<file path="config.mk">
export PLATFORM = sky130hd
export DESIGN_NAME = rcc_vsw_top
export DESIGN_NICKNAME = d
export VERILOG_FILES = /design/src/rtl/lse_pkg.sv /design/src/rtl/rcc_bdcr_pkg.sv /design/src/rtl/lse_ctrl_fsm.sv /design/src/rtl/lse_timer.sv /design/src/rtl/rcc_bdcr_access.sv /design/src/rtl/rcc_vsw_reg.sv /design/src/rtl/rcc_vsw_top.sv
export VERILOG_INCLUDE_DIRS = /design/src /design/src/rtl
export SDC_FILE = /design/constraint.sdc
export NUM_CORES = 1
export LEC_CHECK = 0
export ABC_AREA = 1
export BUFFER_PORTS_ARGS = -buffer_cell sky130_fd_sc_hd__buf_2
export CAP_MARGIN = 30
export CORE_ASPECT_RATIO = 0.5
export CORE_MARGIN = 2
export CORE_UTILIZATION = 45
export CTS_BUF_LIST = sky130_fd_sc_hd__clkbuf_8
export DETAILED_ROUTE_END_ITERATION = 12
export PLACE_DENSITY = 0.87
export SKIP_CTS_REPAIR_TIMING = 1
export SYNTH_ARGS = -nofsm -noshare
export SYNTH_HDL_FRONTEND = slang
export SYNTH_SLANG_ARGS = --single-unit
</file>
<file path="constraint.sdc">
create_clock -name clk -period 1.91 [get_ports clk]
set_input_delay 0.382 -clock clk [delete_from_list [all_inputs] [get_ports clk]]
set_output_delay 0.382 -clock clk [all_outputs]
set_load 0.03 [all_outputs]
</file>
<file path="src/rtl/rcc_vsw_config.svh">
// tunable counts for the backup-domain clock block
// lse startup tick count, clock security watchdog limit
// reset value of the backup domain control register

`ifndef RCC_VSW_CONFIG_SVH
`define RCC_VSW_CONFIG_SVH

// --------------------
// lse startup
// --------------------
// lse_tick pulses seen in startup before the oscillator counts as ready
`define RCC_LSE_RDY_TICKS 8

// --------------------
// clock security
// --------------------
// clk cycles in ready with no lse_tick that flag a failed oscillator
`define RCC_LSE_CSS_LIMIT 16

// --------------------
// register reset
// --------------------
// full 32-bit word, sliced per field by the register block
`define RCC_BDCR_RST 32'h0000_0000

`endif

</file>
<file path="src/rtl/lse_pkg.sv">
// lse oscillator control types
// fsm state enum, timer count, control and status structs

`default_nettype none

package lse_pkg;

  // oscillator supervision states
  typedef enum logic [1:0] {
    LSE_OFF   = 2'd0,
    LSE_START = 2'd1,
    LSE_RDY   = 2'd2,
    LSE_FAIL  = 2'd3
  } lse_state_e;

  // shared tick / cycle counter, wide enough for both limits
  typedef logic [4:0] lse_cnt_t;

  // register fields that steer the fsm
  typedef struct packed {
    logic on;
    logic byp;
    logic csson;
  } lse_ctl_t;

  // fsm status back to register and read port
  typedef struct packed {
    logic rdy;
    logic css_fail;
  } lse_stat_t;

endpackage

`default_nettype wire

</file>
<file path="src/rtl/rcc_bdcr_pkg.sv">
// backup domain control register layout
// field types, writable field struct and the byte write struct

`default_nettype none

package rcc_bdcr_pkg;

  // --------------------
  // bit map of the 32-bit word
  // --------------------
  // | bit(s) | field    | access           |
  // |--------|----------|------------------|
  // | 0      | lseon    | rw               |
  // | 1      | lserdy   | ro, from the fsm |
  // | 2      | lsebyp   | rw               |
  // | 4:3    | lsedrv   | rw               |
  // | 5      | lsecsson | write 1 to set   |
  // | 6      | lsecssd  | ro, sticky       |
  // | 9:8    | rtcsel   | write once       |
  // | 15     | rtcen    | rw               |
  // | 16     | bdrst    | rw               |
  // all other bits read zero
  // byte 0 holds lse fields, byte 1 rtc fields, byte 2 bdrst

  // lse drive strength level
  typedef logic [1:0] drv_t;

  // rtc clock source, zero means no clock selected
  typedef logic [1:0] rtcsel_t;

  // writable fields only, msb first as in the word
  typedef struct packed {
    logic    bdrst;
    logic    rtcen;
    rtcsel_t rtcsel;
    logic    lsecsson;
    drv_t    lsedrv;
    logic    lsebyp;
    logic    lseon;
  } bdcr_t;

  // one write: byte enables for bytes 0..2 plus the next field values
  typedef struct packed {
    logic [2:0] be;
    bdcr_t      nxt;
  } bdcr_wr_t;

endpackage

`default_nettype wire

</file>
<file path="src/rtl/lse_ctrl_fsm.sv">
// lse supervision state machine
// off, startup count, ready with clock security watchdog, failure
// drives the shared timer and reports rdy and the css_fail pulse

`timescale 1ns/1ps
`default_nettype none

module lse_ctrl_fsm (
  input  wire                     clk,
  input  wire                     rst_n,
  input  wire lse_pkg::lse_ctl_t  ctl,
  input  wire                     rdy_hit,
  input  wire                     wdog_hit,
  input  wire                     tick,
  output logic                    cnt_clr,
  output logic                    cnt_mode,
  output lse_pkg::lse_stat_t      stat
);

  lse_pkg::lse_state_e state;
  lse_pkg::lse_state_e state_next;
  logic                css_fail_q;

  // --------------------
  // next state
  // --------------------
  always_comb begin
    state_next = state;
    case (state)
      lse_pkg::LSE_OFF: begin
        if (ctl.on) begin
          state_next = lse_pkg::LSE_START;
        end
      end
      lse_pkg::LSE_START: begin
        // bypass has no crystal to wait for
        if (!ctl.on) begin
          state_next = lse_pkg::LSE_OFF;
        end else if (ctl.byp || rdy_hit) begin
          state_next = lse_pkg::LSE_RDY;
        end
      end
      lse_pkg::LSE_RDY: begin
        if (!ctl.on) begin
          state_next = lse_pkg::LSE_OFF;
        end else if (ctl.csson && wdog_hit) begin
          state_next = lse_pkg::LSE_FAIL;
        end
      end
      lse_pkg::LSE_FAIL: begin
        // only software turning the oscillator off leaves here
        if (!ctl.on) begin
          state_next = lse_pkg::LSE_OFF;
        end
      end
      default: begin
        state_next = lse_pkg::LSE_OFF;
      end
    endcase
  end

  // --------------------
  // state and css pulse
  // --------------------
  always_ff @(posedge clk) begin
    if (!rst_n) begin
      state      <= lse_pkg::LSE_OFF;
      css_fail_q <= 1'b0;
    end else begin
      state      <= state_next;
      // high for the first cycle in fail only
      css_fail_q <= (state == lse_pkg::LSE_RDY) && (state_next == lse_pkg::LSE_FAIL);
    end
  end

  // timer control
  // fresh count on every state entry, and per tick while ready
  assign cnt_clr  = (state_next != state) || ((state == lse_pkg::LSE_RDY) && tick);
  // 1 counts clk cycles for the watchdog, 0 counts lse ticks
  assign cnt_mode = (state == lse_pkg::LSE_RDY);

  assign stat = '{rdy: (state == lse_pkg::LSE_RDY), css_fail: css_fail_q};

endmodule

`default_nettype wire

</file>
<file path="src/rtl/lse_timer.sv">
// shared counter for lse startup ticks and watchdog cycles
// saturating count with hit flags against the configured limits

`timescale 1ns/1ps
`default_nettype none

`include "rcc_vsw_config.svh"

module lse_timer (
  input  wire  clk,
  input  wire  rst_n,
  input  wire  cnt_clr,
  input  wire  cnt_mode,
  input  wire  tick,
  output logic rdy_hit,
  output logic wdog_hit
);

  // last count value before each limit is reached
  localparam lse_pkg::lse_cnt_t rdy_last  = lse_pkg::lse_cnt_t'(`RCC_LSE_RDY_TICKS - 1);
  localparam lse_pkg::lse_cnt_t wdog_last = lse_pkg::lse_cnt_t'(`RCC_LSE_CSS_LIMIT - 1);

  lse_pkg::lse_cnt_t cnt;
  logic              step;

  // cycle mode advances every clk, tick mode only on a tick
  assign step = cnt_mode | tick;

  // --------------------
  // counter
  // --------------------
  always_ff @(posedge clk) begin
    if (!rst_n) begin
      cnt <= '0;
    end else if (cnt_clr) begin
      cnt <= '0;
    end else if (step && (cnt != '1)) begin
      // hold at all ones, no wrap back to zero
      cnt <= cnt + 5'd1;
    end
  end

  // --------------------
  // hits
  // --------------------
  // the tick that completes the startup count
  assign rdy_hit  = !cnt_mode && tick && (cnt == rdy_last);
  // limit-th quiet cycle, a tick here restarts the count instead
  assign wdog_hit = cnt_mode && !tick && (cnt >= wdog_last);

endmodule

`default_nettype wire

</file>
<file path="src/rtl/rcc_bdcr_access.sv">
// write and read port of the backup domain control register
// write side turns pulse and strobes into byte enables and typed next values
// read side builds the word from the bit map and returns it one cycle later

`timescale 1ns/1ps
`default_nettype none

module rcc_bdcr_access (
  input  wire                         clk,
  input  wire                         rst_n,
  input  wire                         bus_wr,
  input  wire                         bus_rd,
  input  wire [31:0]                  bus_wdata,
  input  wire [3:0]                   bus_wstrb,
  input  wire rcc_bdcr_pkg::bdcr_t    cur,
  input  wire                         lsecssd,
  input  wire lse_pkg::lse_stat_t     stat,
  output rcc_bdcr_pkg::bdcr_wr_t      wr,
  output logic [31:0]                 bus_rdata,
  output logic                        bus_rvalid
);

  logic [31:0] rd_word;

  // --------------------
  // write side
  // --------------------
  // byte 3 holds no field, so strobe bit 3 has nothing to enable
  always_comb begin
    wr.be           = {3{bus_wr}} & bus_wstrb[2:0];
    // byte 0, lse controls
    wr.nxt.lseon    = bus_wdata[0];
    wr.nxt.lsebyp   = bus_wdata[2];
    wr.nxt.lsedrv   = bus_wdata[4:3];
    wr.nxt.lsecsson = bus_wdata[5];
    // byte 1, rtc source and enable
    wr.nxt.rtcsel   = bus_wdata[9:8];
    wr.nxt.rtcen    = bus_wdata[15];
    // byte 2, backup domain reset
    wr.nxt.bdrst    = bus_wdata[16];
  end

  // --------------------
  // read side
  // --------------------
  // stored fields plus the two status bits the register does not own
  always_comb begin
    rd_word        = '0;
    rd_word[0]     = cur.lseon;
    rd_word[1]     = stat.rdy;
    rd_word[2]     = cur.lsebyp;
    rd_word[4:3]   = cur.lsedrv;
    rd_word[5]     = cur.lsecsson;
    rd_word[6]     = lsecssd;
    rd_word[9:8]   = cur.rtcsel;
    rd_word[15]    = cur.rtcen;
    rd_word[16]    = cur.bdrst;
  end

  // sample at the bus_rd edge, valid for one cycle after
  always_ff @(posedge clk) begin
    if (!rst_n) begin
      bus_rvalid <= 1'b0;
      bus_rdata  <= '0;
    end else begin
      bus_rvalid <= bus_rd;
      // data holds between reads
      if (bus_rd) begin
        bus_rdata <= rd_word;
      end
    end
  end

endmodule

`default_nettype wire

</file>
<file path="src/rtl/rcc_vsw_reg.sv">
// backup domain control register field storage
// rw fields, write-once rtcsel, write-1-to-set lsecsson
// sticky clock security flag and backup domain soft reset

`timescale 1ns/1ps
`default_nettype none

`include "rcc_vsw_config.svh"

module rcc_vsw_reg (
  input  wire                           clk,
  input  wire                           rst_n,
  input  wire rcc_bdcr_pkg::bdcr_wr_t   wr,
  input  wire lse_pkg::lse_stat_t       stat,
  output rcc_bdcr_pkg::bdcr_t           cur,
  output logic                          lsecssd,
  output lse_pkg::lse_ctl_t             ctl
);

  // --------------------
  // reset values
  // --------------------
  localparam logic [31:0] rst_word = `RCC_BDCR_RST;

  // fields pulled out of the reset word by the bit map
  localparam rcc_bdcr_pkg::bdcr_t rst_val = '{
    bdrst:    rst_word[16],
    rtcen:    rst_word[15],
    rtcsel:   rst_word[9:8],
    lsecsson: rst_word[5],
    lsedrv:   rst_word[4:3],
    lsebyp:   rst_word[2],
    lseon:    rst_word[0]
  };

  // a nonzero reset source already counts as a committed choice
  localparam logic rst_lock = (rst_word[9:8] != 2'b00);

  // set once rtcsel got a nonzero value
  logic rtcsel_lock;
  // bdrst as it stands after this edge
  logic hold;

  // a write of bdrst=1 clears the rest in the same cycle
  assign hold = wr.be[2] ? wr.nxt.bdrst : cur.bdrst;

  // --------------------
  // field storage
  // --------------------
  always_ff @(posedge clk) begin
    if (!rst_n) begin
      cur         <= rst_val;
      rtcsel_lock <= rst_lock;
      lsecssd     <= rst_word[6];
    end else if (hold) begin
      // domain held in reset, only bdrst itself stays set
      cur         <= rst_val;
      cur.bdrst   <= 1'b1;
      rtcsel_lock <= rst_lock;
      lsecssd     <= rst_word[6];
    end else begin
      if (wr.be[2]) begin
        cur.bdrst <= wr.nxt.bdrst;
      end

      // byte 0, plain rw lse fields
      if (wr.be[0]) begin
        cur.lseon    <= wr.nxt.lseon;
        cur.lsebyp   <= wr.nxt.lsebyp;
        cur.lsedrv   <= wr.nxt.lsedrv;
        // writes of 0 do nothing once set
        cur.lsecsson <= cur.lsecsson | wr.nxt.lsecsson;
      end

      // byte 1, rtcen rw, rtcsel only until locked
      if (wr.be[1]) begin
        cur.rtcen <= wr.nxt.rtcen;
        if (!rtcsel_lock) begin
          cur.rtcsel  <= wr.nxt.rtcsel;
          rtcsel_lock <= (wr.nxt.rtcsel != 2'b00);
        end
      end

      // failed lse: csson off, rtc source free again, flag sticks
      // last so it wins over a write in the same cycle
      if (stat.css_fail) begin
        cur.lsecsson <= 1'b0;
        rtcsel_lock  <= 1'b0;
        lsecssd      <= 1'b1;
      end
    end
  end

  // controls for the oscillator fsm
  assign ctl = '{on: cur.lseon, byp: cur.lsebyp, csson: cur.lsecsson};

endmodule

`default_nettype wire

</file>
<file path="src/rtl/rcc_vsw_top.sv">
// backup-domain corner of the reset and clock controller
// bus port, bdcr storage, lse state machine and shared timer

`timescale 1ns/1ps
`default_nettype none

module rcc_vsw_top (
  input  wire                   clk,
  input  wire                   rst_n,
  input  wire                   bus_wr,
  input  wire                   bus_rd,
  input  wire [31:0]            bus_wdata,
  input  wire [3:0]             bus_wstrb,
  input  wire                   lse_tick,
  output logic [31:0]           bus_rdata,
  output logic                  bus_rvalid,
  output logic                  lse_en,
  output logic                  lse_byp,
  output rcc_bdcr_pkg::drv_t    lse_drv,
  output logic                  rtc_en,
  output rcc_bdcr_pkg::rtcsel_t rtc_sel,
  output logic                  bdrst,
  output logic                  lse_rdy,
  output logic                  css_fail
);

  // --------------------
  // internal nets
  // --------------------
  rcc_bdcr_pkg::bdcr_wr_t wr;
  rcc_bdcr_pkg::bdcr_t    cur;
  logic                   lsecssd;
  lse_pkg::lse_ctl_t      ctl;
  lse_pkg::lse_stat_t     stat;
  logic                   cnt_clr;
  logic                   cnt_mode;
  logic                   rdy_hit;
  logic                   wdog_hit;

  rcc_bdcr_access u_access (
    .clk        (clk),
    .rst_n      (rst_n),
    .bus_wr     (bus_wr),
    .bus_rd     (bus_rd),
    .bus_wdata  (bus_wdata),
    .bus_wstrb  (bus_wstrb),
    .cur        (cur),
    .lsecssd    (lsecssd),
    .stat       (stat),
    .wr         (wr),
    .bus_rdata  (bus_rdata),
    .bus_rvalid (bus_rvalid)
  );

  rcc_vsw_reg u_reg (
    .clk     (clk),
    .rst_n   (rst_n),
    .wr      (wr),
    .stat    (stat),
    .cur     (cur),
    .lsecssd (lsecssd),
    .ctl     (ctl)
  );

  lse_ctrl_fsm u_fsm (
    .clk      (clk),
    .rst_n    (rst_n),
    .ctl      (ctl),
    .rdy_hit  (rdy_hit),
    .wdog_hit (wdog_hit),
    .tick     (lse_tick),
    .cnt_clr  (cnt_clr),
    .cnt_mode (cnt_mode),
    .stat     (stat)
  );

  lse_timer u_timer (
    .clk      (clk),
    .rst_n    (rst_n),
    .cnt_clr  (cnt_clr),
    .cnt_mode (cnt_mode),
    .tick     (lse_tick),
    .rdy_hit  (rdy_hit),
    .wdog_hit (wdog_hit)
  );

  // --------------------
  // pin outputs
  // --------------------
  // register fields straight out to the oscillator and rtc
  assign lse_en   = cur.lseon;
  assign lse_byp  = cur.lsebyp;
  assign lse_drv  = cur.lsedrv;
  assign rtc_en   = cur.rtcen;
  assign rtc_sel  = cur.rtcsel;
  assign bdrst    = cur.bdrst;
  // status from the fsm
  assign lse_rdy  = stat.rdy;
  assign css_fail = stat.css_fail;

endmodule

`default_nettype wire

</file>
; Yosys cells after proc, flatten, opt, wreduce, memory -nomap -nowiden
; Index checks and enable logic that the tools add are counted.
[op_classes]
bitwise_logic = 5
n_mux = 14
n_eq_ne = 7
magnitude_cmp = 1
addsub = 1
n_reduce_logical = 18
[ops]
columns = operator, n
row1 = $mux 2, 7
row2 = $mux 9, 1
row3 = $logic_and 1x1->1, 8
row4 = $pmux 2 s4, 1
row5 = $eq 2x2->1 const B, 3
row6 = $add 5x1->5 const B, 1
row7 = $eq 5x3->1 const B, 1
row8 = $ge 5x4->1 const B, 1
row9 = $mux 5, 1
row10 = $ne 5x5->1 const B, 1
row11 = $reduce_or 2->1, 2
row12 = $and 3x3->3, 1
row13 = $mux 1, 3
row14 = $mux 3, 1
row15 = $reduce_or 3->1, 1
row16 = $eq 2x1->1 const B, 1
row17 = $logic_not 1->1, 2
row18 = $logic_not 2->1, 1
row19 = $logic_or 1x1->1, 2
row20 = $ne 2x2->1, 1
row21 = $not 1->1, 2
row22 = $or 1x1->1, 2
row23 = $reduce_and 2->1, 1
row24 = $reduce_bool 2->1, 1
[totals]
word_cells = 60
inputBits = 41
regBits = 31
output_inout_bits = 43

; Longest topological paths before layout
[depth]
depth_word = 11
depth_mapped = 11
depth_no_buf = 11

; Cells and area by module
; A second synthesis with hierarchy kept.
[unflattened]
hier_cells = 249
area_unflattened_um2 = 1711.6
[by_module_without_submodules]
columns = mod, instances, cells_each, area_per_inst_um2, seq_area_each_um2
row1 = rcc_bdcr_access, 1, 109, 733.2, 240.2
row2 = rcc_vsw_reg, 1, 55, 430.4, 220.2
row3 = lse_timer, 1, 48, 329.1, 100.1
row4 = lse_ctrl_fsm, 1, 37, 219.0, 60.1

; Least setup slack after synthesis
; No wires, ideal clock.
[synth_path]
path_type = register to register
from = register u_timer.cnt[0]
to = register u_timer.cnt[3]
arrival_time_ns = 1.470
period_less_slack_ns = 1.586
path_stages_with_launch = 12
setup_ns = 0.116
required_time_ns = 1.794
path_buffers = 0
setup_slack_ns = 0.324
cell_sequence = dfxtp_1 > ha_1 > inv_1 > nor2_1 > ha_1 > or2_0 > nor2_1 > o21ai_1 > nand2_1 > nand3_2 > nand3_2 > nor2_1
[synth_between]
elab_chain_len = 9
word_cells_on_any_way = 17
classes_between = 1 x add/sub / 1 x order compare / 3 x eq/ne / 5 x mux / 7 x reduce/logical
[synth_lines]
columns = element, line
row1 = from (decl), lse_timer.sv:23  ; lse_pkg::lse_cnt_t cnt;
row2 = from (signal assigned), lse_timer.sv:39  ; cnt <= cnt + 5'd1;
row3 = $ge 5x4->1 / $eq 5x3->1 (equally long branches), "lse_timer.sv:49, lse_timer.sv:47"
row4 = $logic_and 1x1->1 (on tied branches), "lse_timer.sv:49, lse_timer.sv:47"
row5 = $logic_and 1x1->1 / $logic_or 1x1->1 (equally long branches), "lse_ctrl_fsm.sv:46, lse_ctrl_fsm.sv:39"
row6 = $mux 2 (on tied branches), "lse_ctrl_fsm.sv:46, lse_ctrl_fsm.sv:39"
row7 = $mux 2 (on tied branches), "lse_ctrl_fsm.sv:44, lse_ctrl_fsm.sv:37"
row8 = $pmux 2 s4, lse_ctrl_fsm.sv:29  ; case (state)
row9 = $ne 2x2->1, lse_ctrl_fsm.sv:78  ; assign cnt_clr = (state_next != state) || ((state == lse_pkg::LSE_RDY) && tick);
row10 = $logic_or 1x1->1, lse_ctrl_fsm.sv:78
row11 = $reduce_or 2->1 (no source line), --
; Parallel ways exist; a longest one is shown, timed or not.
; A chain may end at the register's enable or synchronous reset.

; Final worst setup path
[layout_path]
from = register u_timer.cnt[0]
to = register u_timer.cnt[0]
; Same word-level chain as after synthesis.

==> results.py <==
metrics = {
    "global_route": {
        "grt_max_degree": 17,
        "grt_overflow": 0,
        "antenna_found_initial": 0,
        "grt_usage_pct": 17.4,
        "grt_pass1_vias": 1182,
        "grt_pass1_wl_um": 5070,
    },
    "sta": {
        "clock_skew_ps": 7.52,
        "finalSetupViolations": 0,
        "whs_ps": 351,
        "fin_crit_ps": 1820,
        "fmax_mhz": 551,
        "slew_violations": 0,
        "final-hold-violation-count": 0,
        "final.period_utilization_pct": 95.1,
    },
    "place": {
        "portBuffers": 38,
        "hpwl_um": 2420,
        "gp_congestion": 0.847,
    },
    "logic_synthesis": {
        "syn_area_um2": 1490,
        "yosysUniqueCellTypes": 31,
        "synth_top_flop_cell": "dfxtp_1",
        "syn_avg_cell_area_um2": 7.72,
        "ys_ff_latch": 31,
        "async_flop_share_pct": 0,
        "yosysWarningCount": 0,
        "synth-edff-count": 0,
        "synthCells": 193,
        "netlist.area_leader.share_pct": 41.6,
        "ys_seq_area_share_pct": 41.6,
        "synthTopCellsByArea": "dfxtp_1 (42%), buf_4 (11%), nor2_1 (9.1%), nand2_1 (6.0%), o21ai_0 (4.7%)",
        "yosysMostFrequentCell": "nor2_1",
        "synthTopCellsByCount": "nor2_1 (36), dfxtp_1 (31), nand2_1 (24), buf_4 (22), inv_1 (16)",
        "synth_largest_area_cell": "dfxtp_1",
    },
    "final_layout": {
        "areaGrowthSynthToFinish_pct": 16.4,
        "diodes": 0,
        "nets": 277,
        "drive_above_1_share_pct": 26.6,
        "fillers": 277,
    },
    "hold_path": {
        "holdPathStages": 3,
        "hold_path.class": "in2reg",
    },
    "cts": {
        "clockBufferDepth": 2,
        "cts_made_buffers": 5,
        "cts_tree": "yes",
        "path_clk_slew_ps": 70,
        "root_buffer": "clkbuf_8",
        "clock_latency_ps": 280,
        "cts_sinks": 31,
        "htreeDepth": 2,
    },
    "critical_path": {
        "crit_required_ps": 2120,
        "criticalPathCategory": "reg2reg",
        "start_kind": "flip-flop",
        "ff2ff_setup_slack_ps": 90,
        "worst-path-buf-inv": 1,
        "critPathMaxFanout": 5,
        "crit_cells": 10,
        "cp_slowest_cell": "dfxtp_1",
        "r2r_cells": 10,
        "critPathMostFrequentCell": "nor2_2",
        "arrival_ps": 2030,
        "worstSetupEndpointType": "flip-flop",
        "critical-path-top-delay-family": "simple AND/OR/NAND/NOR gates",
        "crit_chain": "ha_1, inv_1, nor2_2, ha_1, or2_0, nor2_2, nor2_1, o211ai_2, nand3_4, nor2_2",
        "cp_slowest_stage_delay_ps": 340,
    },
    "flow_run": {
        "drv_cap": 0,
    },
    "die": {
        "dieHeight_um": 44.7,
        "ioPinCount": 84,
        "core_area_um2": 3080,
        "rows": 14,
        "die_w_um": 85.4,
        "initial_core_util_pct": 48.3,
        "dieArea_um2": 3820,
    },
    "drt": {
        "first_pass_iters": 4,
        "ant_nets": 0,
        "drc": 0,
        "via_per_inst": 4.79,
        "drt_iter0_markers": 67,
        "totalWireLength_um": 3220,
        "routedWlPerCell_um": 11.8,
        "vias": 1307,
    },
    "pwr": {
        "p_per_area_nw_per_um2": 841,
        "peakVddDrop_uv": 446,
        "total_power_w": 0.00146,
        "p_leak_nw": 0.849,
    },
    "status": {
        "outcome": "completed",
    },
}
## layout make-up
class                      count  area [um2]  share of cell area (%)
multi-input combinational    138         712                    41.1
sequential                    31         621                    35.8
timing repair buffer          38         190                    11.0
clock buffer                   6        82.6                    4.76
inverter                      19        73.8                    4.26
tap                           40        50.0                    2.89
clock inverter                 1        5.00                   0.289
## state kept, by name, indices dropped and copies added (netlist names)
register and cells:
u_access.bus_rdata 11, u_reg.cur 6, u_timer.cnt 5, u_reg.ctl 3, u_fsm.state 2, u_access.bus_rvalid 1, u_fsm.css_fail_q 1, u_reg.lsecssd 1
u_reg.rtcsel_lock 1
## stage by stage
stage	utilization (%)	TNS (ps)	worst slack [ps]	cell area, um2	cells
finish	56.3	0	94.4	1730	273
global route	56.3	-20.5	-11.9	1730	273
CTS	55.6	0	80.3	1720	273
detailed placement	52.8	0	100	1630	266
global placement	52.8	0	205	1630	266
floorplan	-	0	324	1570	213
## kinds of logic (layout without fill, tap and decap cells)
kind of cell / count (synthesis) / after routing / share of synthesized area, %
adder cells (fa/ha/maj): 3 / 3 / 2.52
multiplexers: 2 / 2 / 1.68
flip-flops: 31 / 31 / 41.6
other: 1 / 21 / 0.252
AO/OA/AOI/OAI: 30 / 30 / 11.7
XOR/XNOR: 3 / 3 / 1.76
AND/OR/NAND/NOR: 79 / 79 / 23.6
buffers and inverters: 44 / 64 / 16.9
## layer usage
metal  vias up  track usage [%]  routed length (um)
met5         -                0                   0
met4         0             8.57                  49
met3         7             4.39                 170
met2        40             34.5                1680
met1       614             17.7                1320
li1        646                -                   -
## path summary, 6_finish.rpt
| path | from | to |
|---|---|---|
| setup / recovery | u_timer.cnt[0]$_SDFFE_PP0P_ | u_timer.cnt[0]$_SDFFE_PP0P_ |
| hold / removal | bus_wdata[0] | u_reg.ctl[2]$_SDFFE_PP0P_ |
| setup reg to reg | u_timer.cnt[0]$_SDFFE_PP0P_ | u_timer.cnt[0]$_SDFFE_PP0P_ |
| hold reg to reg | u_reg.cur[5]$_SDFFE_PP0P_ | u_reg.cur[5]$_SDFFE_PP0P_ |
## worst register-to-register path, cell delays in order, from the launching register on
cell and delay [ps]:
dfxtp_1 340, ha_1 210, inv_1 90, nor2_2 50
ha_1 160, or2_0 210, nor2_2 160, nor2_1 80
o211ai_2 200, nand3_4 140, nor2_2 120
## power breakdown
group | switching [W] | internal (W) | leakage [nW]
registers | 0.0000191 | 0.000676 | 0.253
clock network | 0.000241 | 0.000282 | 0.0470
logic | 0.000177 | 0.0000633 | 0.548
total | 0.000437 | 0.00102 | 0.849
## placed cells by master, fill, tap and decap left out, drive strengths merged
cell type and count:
nand2 26, mux2i 1, xnor2 2, o21bai 1, nor3 2, clkinv 1, conb 21, ha 3
a211oi 1, o21ai 15, nand4 1, dfxtp 31, clkbuf 6, nand3 12, buf 38, mux2 1
nor2 37, xor2 1, o211ai 1, a21oi 12, or2 1, inv 19
No activity file was read; power rests on OpenSTA's default activity.
